===== src/common/rtg_params.svh =====
// RTG sizes and OSD shades. FIFO depth and address width must agree
// CLUT index is 8 bits wide, so the entry count stays at 256
`ifndef RTG_PARAMS_SVH
`define RTG_PARAMS_SVH

// Pixel word FIFO
`define RTG_FIFO_DEPTH 16
`define RTG_FIFO_AW 4

// Palette
`define RTG_CLUT_ENTRIES 256

// OSD colour levels, top two bits of each component
`define RTG_OSD_SHADE_ON 2'b11
`define RTG_OSD_SHADE_OFF_RG 2'b00
`define RTG_OSD_SHADE_OFF_B 2'b10

`endif


===== src/common/rtg_pkg.sv =====
// Shared RTG video types. All structs are packed MSB first
// The FIFO word is fixed at 16 bits, one hi-colour pixel or two CLUT indices
`default_nettype none

package rtg_pkg;

  typedef struct packed {
    logic [7:0] r;                   // Red
    logic [7:0] g;                   // Green
    logic [7:0] b;                   // Blue
  } rgb24_t;

  // RGB555 view of a FIFO word
  typedef struct packed {
    logic       pad;                 // Ignored top bit
    logic [4:0] r;
    logic [4:0] g;
    logic [4:0] b;
  } hicolor_t;

  // Indexed view of a FIFO word, high byte shown first
  typedef struct packed {
    logic [7:0] idx_hi;
    logic [7:0] idx_lo;
  } clut_pair_t;

  typedef union packed {
    hicolor_t   hicolor;
    clut_pair_t clut;
  } rtg_word_u;

  typedef struct packed {
    logic       ena;                 // RTG screen on
    logic       clut_mode;           // 8-bit indexed instead of hi-colour
    logic       ext;                 // One extra fetch past hblank
    logic [3:0] pixel_width;         // Clocks per fetch minus one
    logic [6:0] vb_end;              // Extra blank lines after vblank
  } rtg_cfg_t;

  typedef struct packed {
    rgb24_t rgb;
    logic   hs;
    logic   vs;
    logic   cs;
    logic   hblank;
    logic   vblank;
  } native_video_t;

  typedef struct packed {
    rgb24_t rgb;
    logic   hs;
    logic   vs;
    logic   cs;
  } video_out_t;

  typedef struct packed {
    logic       we;                  // Write strobe
    logic [7:0] idx;                 // Palette entry
    rgb24_t     rgb;
  } clut_wr_t;

  typedef enum logic [1:0] {
    IDLE,                            // RTG off or waiting for frame start
    VBLANK,                          // Chipset vblank, FIFO flushed
    VB_COUNT,                        // Counting extra blank lines
    ACTIVE                           // RTG picture shown
  } blank_state_e;

endpackage

`default_nettype wire


===== src/rtg/rtg_fifo.sv =====
// Pixel word FIFO. Writes while full are dropped, reads while empty repeat q
// Flush wins over fill and fetch in the same cycle
`default_nettype none

`include "rtg_params.svh"

module rtg_fifo
  import rtg_pkg::*;
(
  input  wire logic        clk_114,
  input  wire logic        arst_n,
  input  wire logic        fill,
  input  wire logic [15:0] fill_data,
  input  wire logic        fetch,
  input  wire logic        flush,
  input  wire logic        rtg_active,
  output rtg_word_u        q,
  output logic             fill_req
);

  localparam logic [`RTG_FIFO_AW:0] LVL_FULL = (`RTG_FIFO_AW + 1)'(`RTG_FIFO_DEPTH);
  localparam logic [`RTG_FIFO_AW:0] LVL_HALF = (`RTG_FIFO_AW + 1)'(`RTG_FIFO_DEPTH / 2);

  logic [15:0]             mem [`RTG_FIFO_DEPTH];
  logic [`RTG_FIFO_AW-1:0] wr_ptr;
  logic [`RTG_FIFO_AW-1:0] rd_ptr;
  logic [`RTG_FIFO_AW:0]   level;    // Words held
  logic                    full;
  logic                    empty;
  logic                    wr_en;
  logic                    rd_en;

  assign full  = (level == LVL_FULL);
  assign empty = (level == '0);
  assign wr_en = fill & ~full & ~flush;
  assign rd_en = fetch & ~empty & ~flush;

  ////////////////////////////////////////////////////////////////////////
  // Pointers and level
  always_ff @(posedge clk_114 or negedge arst_n) begin
    if (!arst_n) begin
      wr_ptr <= '0;
      rd_ptr <= '0;
      level  <= '0;
    end else if (flush) begin
      wr_ptr <= '0;                    // Frame start, drop old words
      rd_ptr <= '0;
      level  <= '0;
    end else begin
      if (wr_en) wr_ptr <= wr_ptr + 1'b1;
      if (rd_en) rd_ptr <= rd_ptr + 1'b1;
      unique case ({wr_en, rd_en})
        2'b10:   level <= level + 1'b1;
        2'b01:   level <= level - 1'b1;
        default: level <= level;
      endcase
    end
  end

  ////////////////////////////////////////////////////////////////////////
  // Storage and registered read
  always_ff @(posedge clk_114) begin
    if (wr_en) mem[wr_ptr] <= fill_data;
    if (rd_en) q <= mem[rd_ptr];       // Holds last word when empty
  end

  // Ask the memory side for more while below half
  assign fill_req = rtg_active & (level < LVL_HALF);

endmodule

`default_nettype wire


===== config.mk =====
export PLATFORM = sky130hd
export DESIGN_NAME = rtg_fifo
export DESIGN_NICKNAME = d
export VERILOG_FILES = /design/src/common/rtg_pkg.sv /design/src/rtg/rtg_fifo.sv
export VERILOG_INCLUDE_DIRS = /design/src /design/src/common
export SDC_FILE = /design/constraint.sdc
export NUM_CORES = 1
export LEC_CHECK = 0
export BUFFER_PORTS_ARGS = -buffer_cell sky130_fd_sc_hd__buf_2
export CORE_MARGIN = 2
export CORE_UTILIZATION = 62
export DETAILED_ROUTE_END_ITERATION = 6
export PLACE_DENSITY = 0.77
export SYNTH_ARGS = -nofsm -noshare
export SYNTH_HDL_FRONTEND = slang
export SYNTH_SLANG_ARGS = --single-unit

===== constraint.sdc =====
create_clock -name clk_114 -period 8.05 [get_ports clk_114]
set_clock_uncertainty 0.05 [all_clocks]
set_input_delay 1.61 -clock clk_114 [delete_from_list [all_inputs] [get_ports clk_114]]
set_output_delay 1.61 -clock clk_114 [all_outputs]
set_load 0.02 [all_outputs]

Yosys cells after proc, flatten, opt, wreduce, memory -nomap -nowiden. Memory sizes are Yosys's and may differ from the RTL's. A register that Yosys moved wholly into a read port is not among the register bits. Index checks and enable logic that the tools add are counted.

Bits in registers: 13. Bits in writable memories: 256. Input bits: 22. Output and inout port bits: 17. Word-level logic and storage cells: 32. Memories: 1.

Add/sub/neg operators: 4. Magnitude comparators: 1. Eq/ne operators: 3. Mux-type cells: 8. Bitwise gates (word level): 8. Reduce and logical (&&, ||, !) cells: 4.

Memories: mem (depth 16, bits a word 16, read ports 1, clocked after memory_dff 1, write ports 1, line rtg_fifo.sv:24) `` logic [15:0] mem [`RTG_FIFO_DEPTH]; ``.

Operator list (count): two-way mux 4 bit (4); case mux 5 bit (2 select lines) (1); adder 4 x 1 -> 4 bit (second input constant) (2); adder 5 x 1 -> 5 bit (second input constant) (1); bitwise AND 1 bit (5); equality test 5 bit (second input constant) (1); logical NOT 5 bit (1); < comparator 5 x 4 -> 1 bit (second input constant) (1); two-way mux 5 bit (1); subtractor 5 x 1 -> 5 bit (second input constant) (1); nonzero test 2 bit (2); inverter 1 bit (3); nonzero test 3 bit (1); equality test 2 x 1 -> 1 bit (second input constant) (1); equality test 2 bit (second input constant) (1); two-way mux 1 bit (2).

Depth between registers and ports, before layout. Gate-level depths: netlist (run 1).

Word-level depth: 7. Mapped depth: 11. Mapped depth without buffers: 10.

Least setup slack after synthesis (run 1). OpenSTA, ideal clock, no wires.

Path kind: input -> output. From: input rtg_active. To: output fill_req. Data arrival time: 2.131 ns. Data required time: 6.390 ns. Path slack: 4.259 ns. Stages on the path: 1. Buffers on the path: 0. Path through: nor3b_1.

Cells in the longest elaborated chain, start to end: 1.

Ends and longest elaborated chain: from (decl) (line rtg_fifo.sv:16) `input wire logic rtg_active,`; bitwise AND 1 bit (line rtg_fifo.sv:68) `assign fill_req = rtg_active & (level < LVL_HALF);`; to (decl) (line rtg_fifo.sv:18) `output logic fill_req`.

No other way between the ends.

Worst setup path in the final report (run 1). Same ends and word-level chain as after synthesis.

==> flow_summary.toml, run 1 <==
[run]
drv_cap = 0

[placement]
place.gp.congestion = 0.846
place_ws_ns = 4.23
port-buffer-count = 38
dp_hpwl_mm = 14.1
placed_cell_area_mm2 = 0.0117

[power_and_ir_drop]
p_leak_nw = 4.13
finalPower_w = 0.00359
power.density_mw_per_mm2 = 286
peakVddDrop_v = 0.000198

[die]
dieArea_mm2 = 0.0192
initial_core_util_pct = 62.9
die_w_um = 139
core_area_mm2 = 0.0178
io_pins = 39
die_h_um = 139
num_rows = 49

[setup_path]
startpoint_type = "input port"
worstPathArrival_ns = 2.06
cp_slowest_cell = "buf_2"
worstSetupPathType = "input port to output port"
end_kind = "output port"
crit_family = "buffers and inverters"
crit_required_ns = 6.39
crit_fanout = 1
path_buf_inv = 2
crit_path_frequent_cell = "buf_2"
max_stage_delay_ns = 0.20
crit_chain = "buf_2, nor3b_1, buf_2"

[clocking]
clock_latency_ns = 0.53
cts_resized = 0
cts_buffers = 28
cts.sinks = 285
holdBufCountCts = 0
cts.clk_slew.worst_paths_ns = 0.06
cts_tree = "built"
clockBufferDepth = 3
htree_levels = 1
root_buffer = "clkbuf_16"
cts_setup_buffers = 0

[sta]
setup_viol = 0
max_slew_margin_pct = 26.8
fmax_ghz = 0.269
finalCriticalPeriod_ns = 3.72
setup_ws_ns = 4.33
tightest_slew_ns = 1.10
rsz0062_at_grt = "no"
finalHoldViolCount = 0
fin_setup_tns_ns = 0
finalMaxSlewViolations = 0
period_share_pct = 46.2

[synthesis]
ys_seq_area_share_pct = 75.7
ys_seq_elements = 285
synth_cells = 607
syn_nets = 638
syn_area_per_cell_um2 = 18.5
yosysWarnings = 0
ys_types = 40
synth_area_mm2 = 0.0112

[grt]
grt_pass1_wl_mm = 36.5
grt_pass1_vias = 6171
grtUsageTotal_pct = 25.5
grt_max_degree = 63
antenna_found_initial = 0
grt_overflow = 0

[routing]
via_per_inst = 6.55
routedWlPerCell_um = 26.4
routed_wl_mm = 24.2
via_count = 6000
drc = 0
drt_iter0_markers = 562
ant_nets = 0
drtPass1Iterations = 5

[layout]
drive_gt1_share_pct = 22.6
fin_nets = 696
mostFrequentLayoutCells = "edfxtp_1 (272), mux2i_1 (49), buf_2 (38)"
design_area_mm2 = 0.0126
antenna_cells = 0
area_delta_synth_final_pct = 12.1
final_common_cell = "edfxtp_1"

[worst_hold_path]
hp-class = "flop to flop"

[status]
status = "completed"
## state kept, by name, indices dropped and copies added (netlist names)
register / flops
level: 5
mem: 256
q: 16
rd_ptr: 4
wr_ptr: 4
## power by group
group          switching (W)  internal, W
clock               0.000516     0.000717
sequential         0.0000785      0.00169
combinational       0.000306     0.000292
total               0.000900      0.00269
## path summary, 6_finish.rpt
check	to	cells past startpoint	start	slack, ns
min	level[2]	1	level[2]	0.53
max	fill_req	3	rtg_active	4.33
min in group asynchronous	level[4]	1	arst_n	0.92
min reg2reg	level[2]	1	level[2]	0.53
max reg2reg	q[6]	6	rd_ptr[0]	4.78
max in group asynchronous	rd_ptr[0]	1	arst_n	6.77
## through the flow
| stage | std cells | util (%) | hold slack [ns] |
|---|---|---|---|
| after floorplan | 607 | - | 0.474 |
| after global placement | 864 | 65.6 | 0.497 |
| after detailed placement | 864 | 65.6 | 0.520 |
| after CTS | 916 | 70.5 | 0.534 |
| after global routing | 916 | 70.5 | 0.553 |
| final | 916 | 70.5 | 0.533 |
## cell usage after synthesis
| master | number | share of area (%) |
|---|---|---|
| nor2b_1 | 2 | 0.11 |
| buf_4 | 3 | 0.20 |
| a21boi_2 | 1 | 0.10 |
| ha_1 | 8 | 0.89 |
| nand2_1 | 27 | 0.90 |
| nor4_1 | 1 | 0.056 |
| buf_2 | 12 | 0.54 |
| nand2b_1 | 1 | 0.056 |
| a21o_1 | 1 | 0.067 |
| clkbuf_1 | 13 | 0.43 |
| mux4_2 | 32 | 6.4 |
| a31oi_1 | 1 | 0.056 |
| a21oi_1 | 21 | 0.94 |
| a221oi_1 | 16 | 1.2 |
| nand3b_1 | 1 | 0.067 |
| mux2_2 | 21 | 2.1 |
| nor3b_1 | 1 | 0.067 |
| fa_1 | 1 | 0.18 |
| mux2i_1 | 49 | 4.4 |
| xnor2_1 | 2 | 0.16 |
| nor2_2 | 1 | 0.056 |
| or4_1 | 1 | 0.067 |
| a21o_2 | 1 | 0.078 |
| buf_6 | 2 | 0.20 |
| edfxtp_1 | 272 | 73 |
| nand3_1 | 1 | 0.045 |
| a22oi_1 | 16 | 1.1 |
| nand4_1 | 1 | 0.056 |
| a32oi_1 | 1 | 0.078 |
| xor2_1 | 6 | 0.47 |
| o21ai_0 | 33 | 1.5 |
| or3_1 | 3 | 0.17 |
| dfrtp_1 | 13 | 2.9 |
| o21a_1 | 1 | 0.067 |
| o22ai_2 | 1 | 0.11 |
| a21boi_0 | 1 | 0.067 |
| and2_1 | 1 | 0.056 |
| or3b_2 | 1 | 0.078 |
| nor2_1 | 32 | 1.1 |
| inv_1 | 5 | 0.17 |
## cell families (layout without fill, tap and decap cells)
| kind of cell | Yosys count | after routing | share of synthesized area [%] |
|---|---|---|---|
| compound gates | 94 | 94 | 5.35 |
| xor+xnor | 8 | 8 | 0.624 |
| fa+ha+maj | 9 | 9 | 1.07 |
| buf+inv | 35 | 115 | 1.54 |
| flops | 285 | 285 | 75.7 |
| mux | 102 | 102 | 12.9 |
| simple gates | 74 | 74 | 2.85 |
## metal layers
layer / GRT usage (%) / wire length, um / vias up
li1: - / - / 2556
met4: 9.77 / 975 / 0
met5: 0 / 0 / -
met2: 41.2 / 11800 / 304
met3: 4.04 / 1930 / 77
met1: 36.0 / 9410 / 3063
## final cells by class
| cell class | instances | area [um2] |
|---|---|---|
| Tap cell | 229 | 287 |
| Clock inverter | 18 | 130 |
| Fill cell | 1076 | 5260 |
| Clock buffer | 34 | 744 |
| Sequential cell | 285 | 8500 |
| Inverter | 5 | 18.8 |
| Timing Repair Buffer | 58 | 340 |
| Multi-Input combinational cell | 287 | 2570 |
No activity file was read; power rests on OpenSTA's default activity.
==> run 2: changes to the inputs <==
--- a/config.mk
+++ b/config.mk
@@ -8,9 +8,9 @@
 export LEC_CHECK = 0
 export BUFFER_PORTS_ARGS = -buffer_cell sky130_fd_sc_hd__buf_2
 export CORE_MARGIN = 2
-export CORE_UTILIZATION = 62
+export CORE_UTILIZATION = 61
 export DETAILED_ROUTE_END_ITERATION = 6
-export PLACE_DENSITY = 0.77
+export PLACE_DENSITY = 0.76
 export SYNTH_ARGS = -nofsm -noshare
 export SYNTH_HDL_FRONTEND = slang
 export SYNTH_SLANG_ARGS = --single-unit
==> constraint.sdc (replaced) <==
create_clock -name clk_114 -period 3.6 [get_ports clk_114]
set_clock_uncertainty 0.05 [all_clocks]
set_input_delay 0.72 -clock clk_114 [delete_from_list [all_inputs] [get_ports clk_114]]
set_output_delay 0.72 -clock clk_114 [all_outputs]
set_load 0.02 [all_outputs]
==> run 2 against run 1 <==
Global-route usage shrank 0.37 points. Clock-buffer cell count increased by 2. Sequential power increased by 120%.
==> flow_summary.toml, run 2 (synthesis gave the netlist of run 1 again) <==
[layout]
final_common_cell = "edfxtp_1"
drive_gt1_share_pct = 23.5
fin_cells = 923
area_delta_synth_final_pct = 13.1
antenna_cells = 0
mostFrequentLayoutCells = "edfxtp_1 (272), mux2i_1 (49), buf_2 (38)"
reg_top3 = "mem: 256 flops, q: 16 flops, level: 5 flops"
largest_reg_flops = 256
fillCellCount = 1101
fin_nets = 705
design_area_mm2 = 0.0127
finish.utilization_pct = 70.4
max_flop_register = "mem"

[routing]
routed_wl_mm = 24.0
drtPass1Iterations = 5
drt_iter0_markers = 571
via_per_inst = 6.41
via_count = 5919
ant_nets = 0
drc = 0
routedWlPerCell_um = 26.0

[placement]
place.gp.congestion = 0.812
placed_cell_area_mm2 = 0.0119
dp_hpwl_mm = 14.4
dpl.cell_count = 873
port-buffer-count = 38

[setup_path]
ff2ff_path_depth = 10
ff2ff_setup_slack_ns = 0.42
startpoint_type = "flop"
path_buf_inv = 1
crit_chain = "or4_1, o21ai_0, or3_1, inv_1, ha_1, a21o_2, a21oi_1, xor2_1, nor2_1, mux2_2"
cp_slowest_cell = "or4_1"
timing.rr.start = "level[1]"
end_kind = "flop"
max_stage_delay_ns = 0.67
regToRegEndpoint = "level[3]"
worstPathArrival_ns = 3.53
crit_required_ns = 3.96
crit_fanout = 6
worstSetupPathType = "flop to flop"
crit_family = "simple AND/OR/NAND/NOR gates"

[clocking]
cts_resized = 0
clockBufferDepth = 3
cts_buffers = 28
cts.sinks = 285
holdBufCountCts = 0
cts.clk_slew.worst_paths_ns = 0.06
cts_setup_buffers = 0
cts_tree = "built"
clock_latency_ns = 0.53
root_buffer = "clkbuf_16"
htree_levels = 1

[grt]
grt.busiest_layer = "met2"
grt_pass1_wl_mm = 36.7
grt_use_met2_pct = 41.6
use_met1_pct = 35.7
grt_pass1_vias = 6081
grt_max_degree = 38
use_met3_pct = 4.13
antenna_found_initial = 0
grt_overflow = 0
grtUsageTotal_pct = 25.1

[sta]
fin_setup_tns_ns = 0
finalCriticalPeriod_ns = 3.18
rsz0062_at_grt = "no"
max_slew_margin_pct = 38.9
finalHoldViolCount = 0
setup_viol = 0
tightest_slew_ns = 0.916
finalMaxSlewViolations = 0
period_share_pct = 88.2
fmax_ghz = 0.315

[run]
drv_cap = 0

[power_and_ir_drop]
sw_frac_of_total_pct = 25.4
clkPwrFrac_pct = 32.9
power.density_mw_per_mm2 = 625
combPwrFrac_pct = 17.5
power_frac_seq_pct = 49.7
p_leak_nw = 4.17
finalPower_w = 0.00793
peakVddDrop_v = 0.000657
internal_power_w = 0.00592
net-switching-power_w = 0.00202

[die]
num_rows = 49
dieArea_mm2 = 0.0195
initial_core_util_pct = 62.3
core_area_mm2 = 0.0180
die_h_um = 140
io_pins = 39
die_w_um = 140

[status]
status = "completed"

[worst_hold_path]
hp-class = "input port to asynchronous set/reset pin"
[run 2: changes by cell type in the layout (fill, tap and decap cells not counted)]
cell,before,now
buf_12,0,8
buf_4,20,21
bufinv_16,2,0
clkbuf_1,5,7
clkinv_2,5,3
nor2_1,32,29
nor2_2,1,4
nor2b_2,0,1
nor2b_4,1,0
[run 2: layer usage]
layer	routed length [um]	share of wire [%]	vias to the layer above
met3	1750	7.3	42
met4	499	2.1	0
met1	9480	40	3048
li1	-	-	2559
met5	0	0	-
met2	12200	51	270
[run 2: layout make-up]
type | count | area (um2) | area share (%)
flip-flops and latches | 285 | 8500 | 67.0
multi-input cells | 287 | 2570 | 20.2
clock buffers | 36 | 752 | 5.93
repair buffers | 67 | 508 | 4.00
well taps | 229 | 287 | 2.26
clock inverters | 14 | 60.1 | 0.473
inverters | 5 | 18.8 | 0.148
[run 2: how the worst max path moves through the flow]
stage / startpoint / end / slack, ns / depth (start not counted)
after CTS: level[1] / level[3] / 0.42 / 10
after detailed placement: level[1] / level[3] / 0.44 / 10
after global routing: level[1] / level[3] / 0.23 / 10
after global placement: level[0] / level[3] / 0.65 / 10
final: level[1] / level[3] / 0.42 / 10
after floorplan: level[1] / level[3] / 0.88 / 11
[run 2: power groups by stage]
stage	Clock (W)	Combinational, W	Sequential [W]
global route	0.00276	0.00150	0.00396
finish	0.00261	0.00139	0.00394
detailed placement	0	0.00139	0.00401
CTS	0.00263	0.00140	0.00394
global placement	0	0.00135	0.00400
floorplan	0	0.00110	0.00392
[run 2: through the flow]
step | setup WS, ns | hold slack (ns)
after floorplan | 0.882 | 0.374
after CTS | 0.425 | 0.0259
after global placement | 0.650 | 0.489
after global routing | 0.226 | 0.0406
after detailed placement | 0.436 | 0.507
final | 0.425 | 0.0345
==> run 3: changes to the inputs <==
--- a/config.mk
+++ b/config.mk
@@ -11,6 +11,7 @@
 export CORE_UTILIZATION = 61
 export DETAILED_ROUTE_END_ITERATION = 6
 export PLACE_DENSITY = 0.76
+export SETUP_SLACK_MARGIN = 0.5
 export SYNTH_ARGS = -nofsm -noshare
 export SYNTH_HDL_FRONTEND = slang
 export SYNTH_SLANG_ARGS = --single-unit
==> run 3 against run 2 <==
Combinational power hardly changed. Sequential power hardly changed. Utilization is 0.12 points higher. Hold slack hardly changed. Die area stayed put. Clock power hardly changed. First-iteration DRC count is 3.0% lower. Maximum frequency is 7.7% higher. Clock-buffer cell count stayed put. Largest cell class unchanged.
==> flow_summary.toml, run 3 (synthesis gave the netlist of run 1 again) <==
[layout]
antenna_cells = 0
fin_nets = 705
largest_reg_flops = 256
area_delta_synth_final_pct = 13.3
final_common_cell = "edfxtp_1"
reg_top3 = "mem: 256 flops, q: 16 flops, level: 5 flops"
mostFrequentLayoutCells = "edfxtp_1 (272), mux2i_1 (49), buf_2 (38)"
max_flop_register = "mem"
fin_cells = 923
drive_gt1_share_pct = 23.9

[clocking]
clock_latency_ns = 0.53
holdBufCountCts = 0
clockBufferDepth = 3
root_buffer = "clkbuf_16"
cts.clk_slew.worst_paths_ns = 0.06
cts_buffers = 28
cts_setup_buffers = 0
cts_tree = "built"
cts.sinks = 285
htree_levels = 1

[routing]
drt_iter0_markers = 554
drtPass1Iterations = 5
routedWlPerCell_um = 26.0
via_count = 5947
routed_wl_mm = 24.0
drc = 0
via_per_inst = 6.44
ant_nets = 0

[die]
io_pins = 39
initial_core_util_pct = 62.3
num_rows = 49
dieArea_mm2 = 0.0195
die_h_um = 140
core_area_mm2 = 0.0180
die_w_um = 140

[run]
drv_cap = 0

[grt]
grt_pass1_vias = 6084
grt_pass1_wl_mm = 36.7
antenna_found_initial = 0
grt_overflow = 0
grtUsageTotal_pct = 25.2
grt_max_degree = 38

[power_and_ir_drop]
peakVddDrop_v = 0.000659
p_leak_nw = 4.17
power.density_mw_per_mm2 = 627

[setup_path]
startpoint_type = "flop"
crit_fanout = 9
ff2ff_path_depth = 10
crit_required_ns = 3.95
max_stage_delay_ns = 0.45
end_kind = "flop"
crit_chain = "nor4_4, a21boi_2, or3_1, inv_1, ha_1, a21o_2, a21oi_1, xor2_1, nor2_1, mux2_2"
cp_slowest_cell = "dfrtp_1"
worstSetupPathType = "flop to flop"
worstPathArrival_ns = 3.30

[status]
status = "completed"

[sta]
finalCriticalPeriod_ns = 2.95
finalMaxSlewViolations = 0
max_slew_margin_pct = 39.4
setup_viol = 0
rsz0062_at_grt = "no"
period_share_pct = 81.9
finalHoldViolCount = 0
fin_setup_tns_ns = 0
fmax_ghz = 0.339
tightest_slew_ns = 0.910

[placement]
place.gp.congestion = 0.812
port-buffer-count = 38
dpl.cell_count = 873
dp_hpwl_mm = 14.4

[worst_hold_path]
hp-class = "input port to asynchronous set/reset pin"
[run 3: cell count changes in the layout (fill, tap and decap cells not counted)]
| cell | before | now |
|---|---|---|
| nor4_1 | 1 | 0 |
| nor4_4 | 0 | 1 |
| o21ai_0 | 33 | 32 |
| o21ai_2 | 0 | 1 |
| or4_1 | 1 | 0 |
| or4_4 | 0 | 1 |
[run 3: layer usage]
metal / vias up / wire length (um) / GRT usage, %
li1: 2561 / - / -
met1: 3069 / 9380 / 35.7
met2: 278 / 12300 / 41.7
met3: 39 / 1820 / 4.13
met4: 0 / 495 / 6.63
met5: - / 0 / 0
[run 3: metrics by stage]
stage	util [%]	total power, W	setup WS [ns]	cell area [um2]	hold WS, ns
after detailed placement	65.9	0.00539	0.436	11900	0.507
after floorplan	-	0.00502	0.882	11200	0.374
after global placement	65.9	0.00535	0.650	11900	0.489
after global routing	70.5	0.00825	0.498	12700	0.0406
after CTS	70.4	0.00798	0.523	12700	0.0259
final	70.5	0.00797	0.651	12700	0.0342
[run 3: power by group]
part	internal, W	switching [W]
Clock	0.00146	0.00115
Combinational	0.000710	0.000700
Sequential	0.00377	0.000181
Total	0.00594	0.00203
[run 3: layout make-up]
class,count,area [um2]
Clock inverter,14,60.1
Clock buffer,36,752
Timing Repair Buffer,67,508
Multi-Input combinational cell,287,2590
Fill cell,1100,5310
Inverter,5,18.8
Sequential cell,285,8500
Tap cell,229,287
[run 3: worst max-delay path, delay by kind of cell (launching register included)]
family          cells  cell delay, ns
xor+xnor            1            0.19
flops               1            0.45
simple gates        3            0.86
compound gates      3            0.63
buf+inv             1            0.13
fa+ha+maj           1            0.26
mux                 1            0.27
[run 3: path summary, 6_finish.rpt]
path                               from         to  slack (ns)
max                            level[1]   level[3]        0.65
min                              arst_n  rd_ptr[0]        0.03
max reg2reg                    level[1]   level[3]        0.65
min reg2reg                   wr_ptr[3]  wr_ptr[3]        0.60
max in group asynchronous        arst_n  rd_ptr[0]        3.20
min in group clk_114       fill_data[5]  mem[4][5]        0.52
[run 3: repair_timing]
action / in CTS / in global routing
resized for setup: 2 / 3
cloned: 0 / 0
setup endpoints to repair: 1 / 2
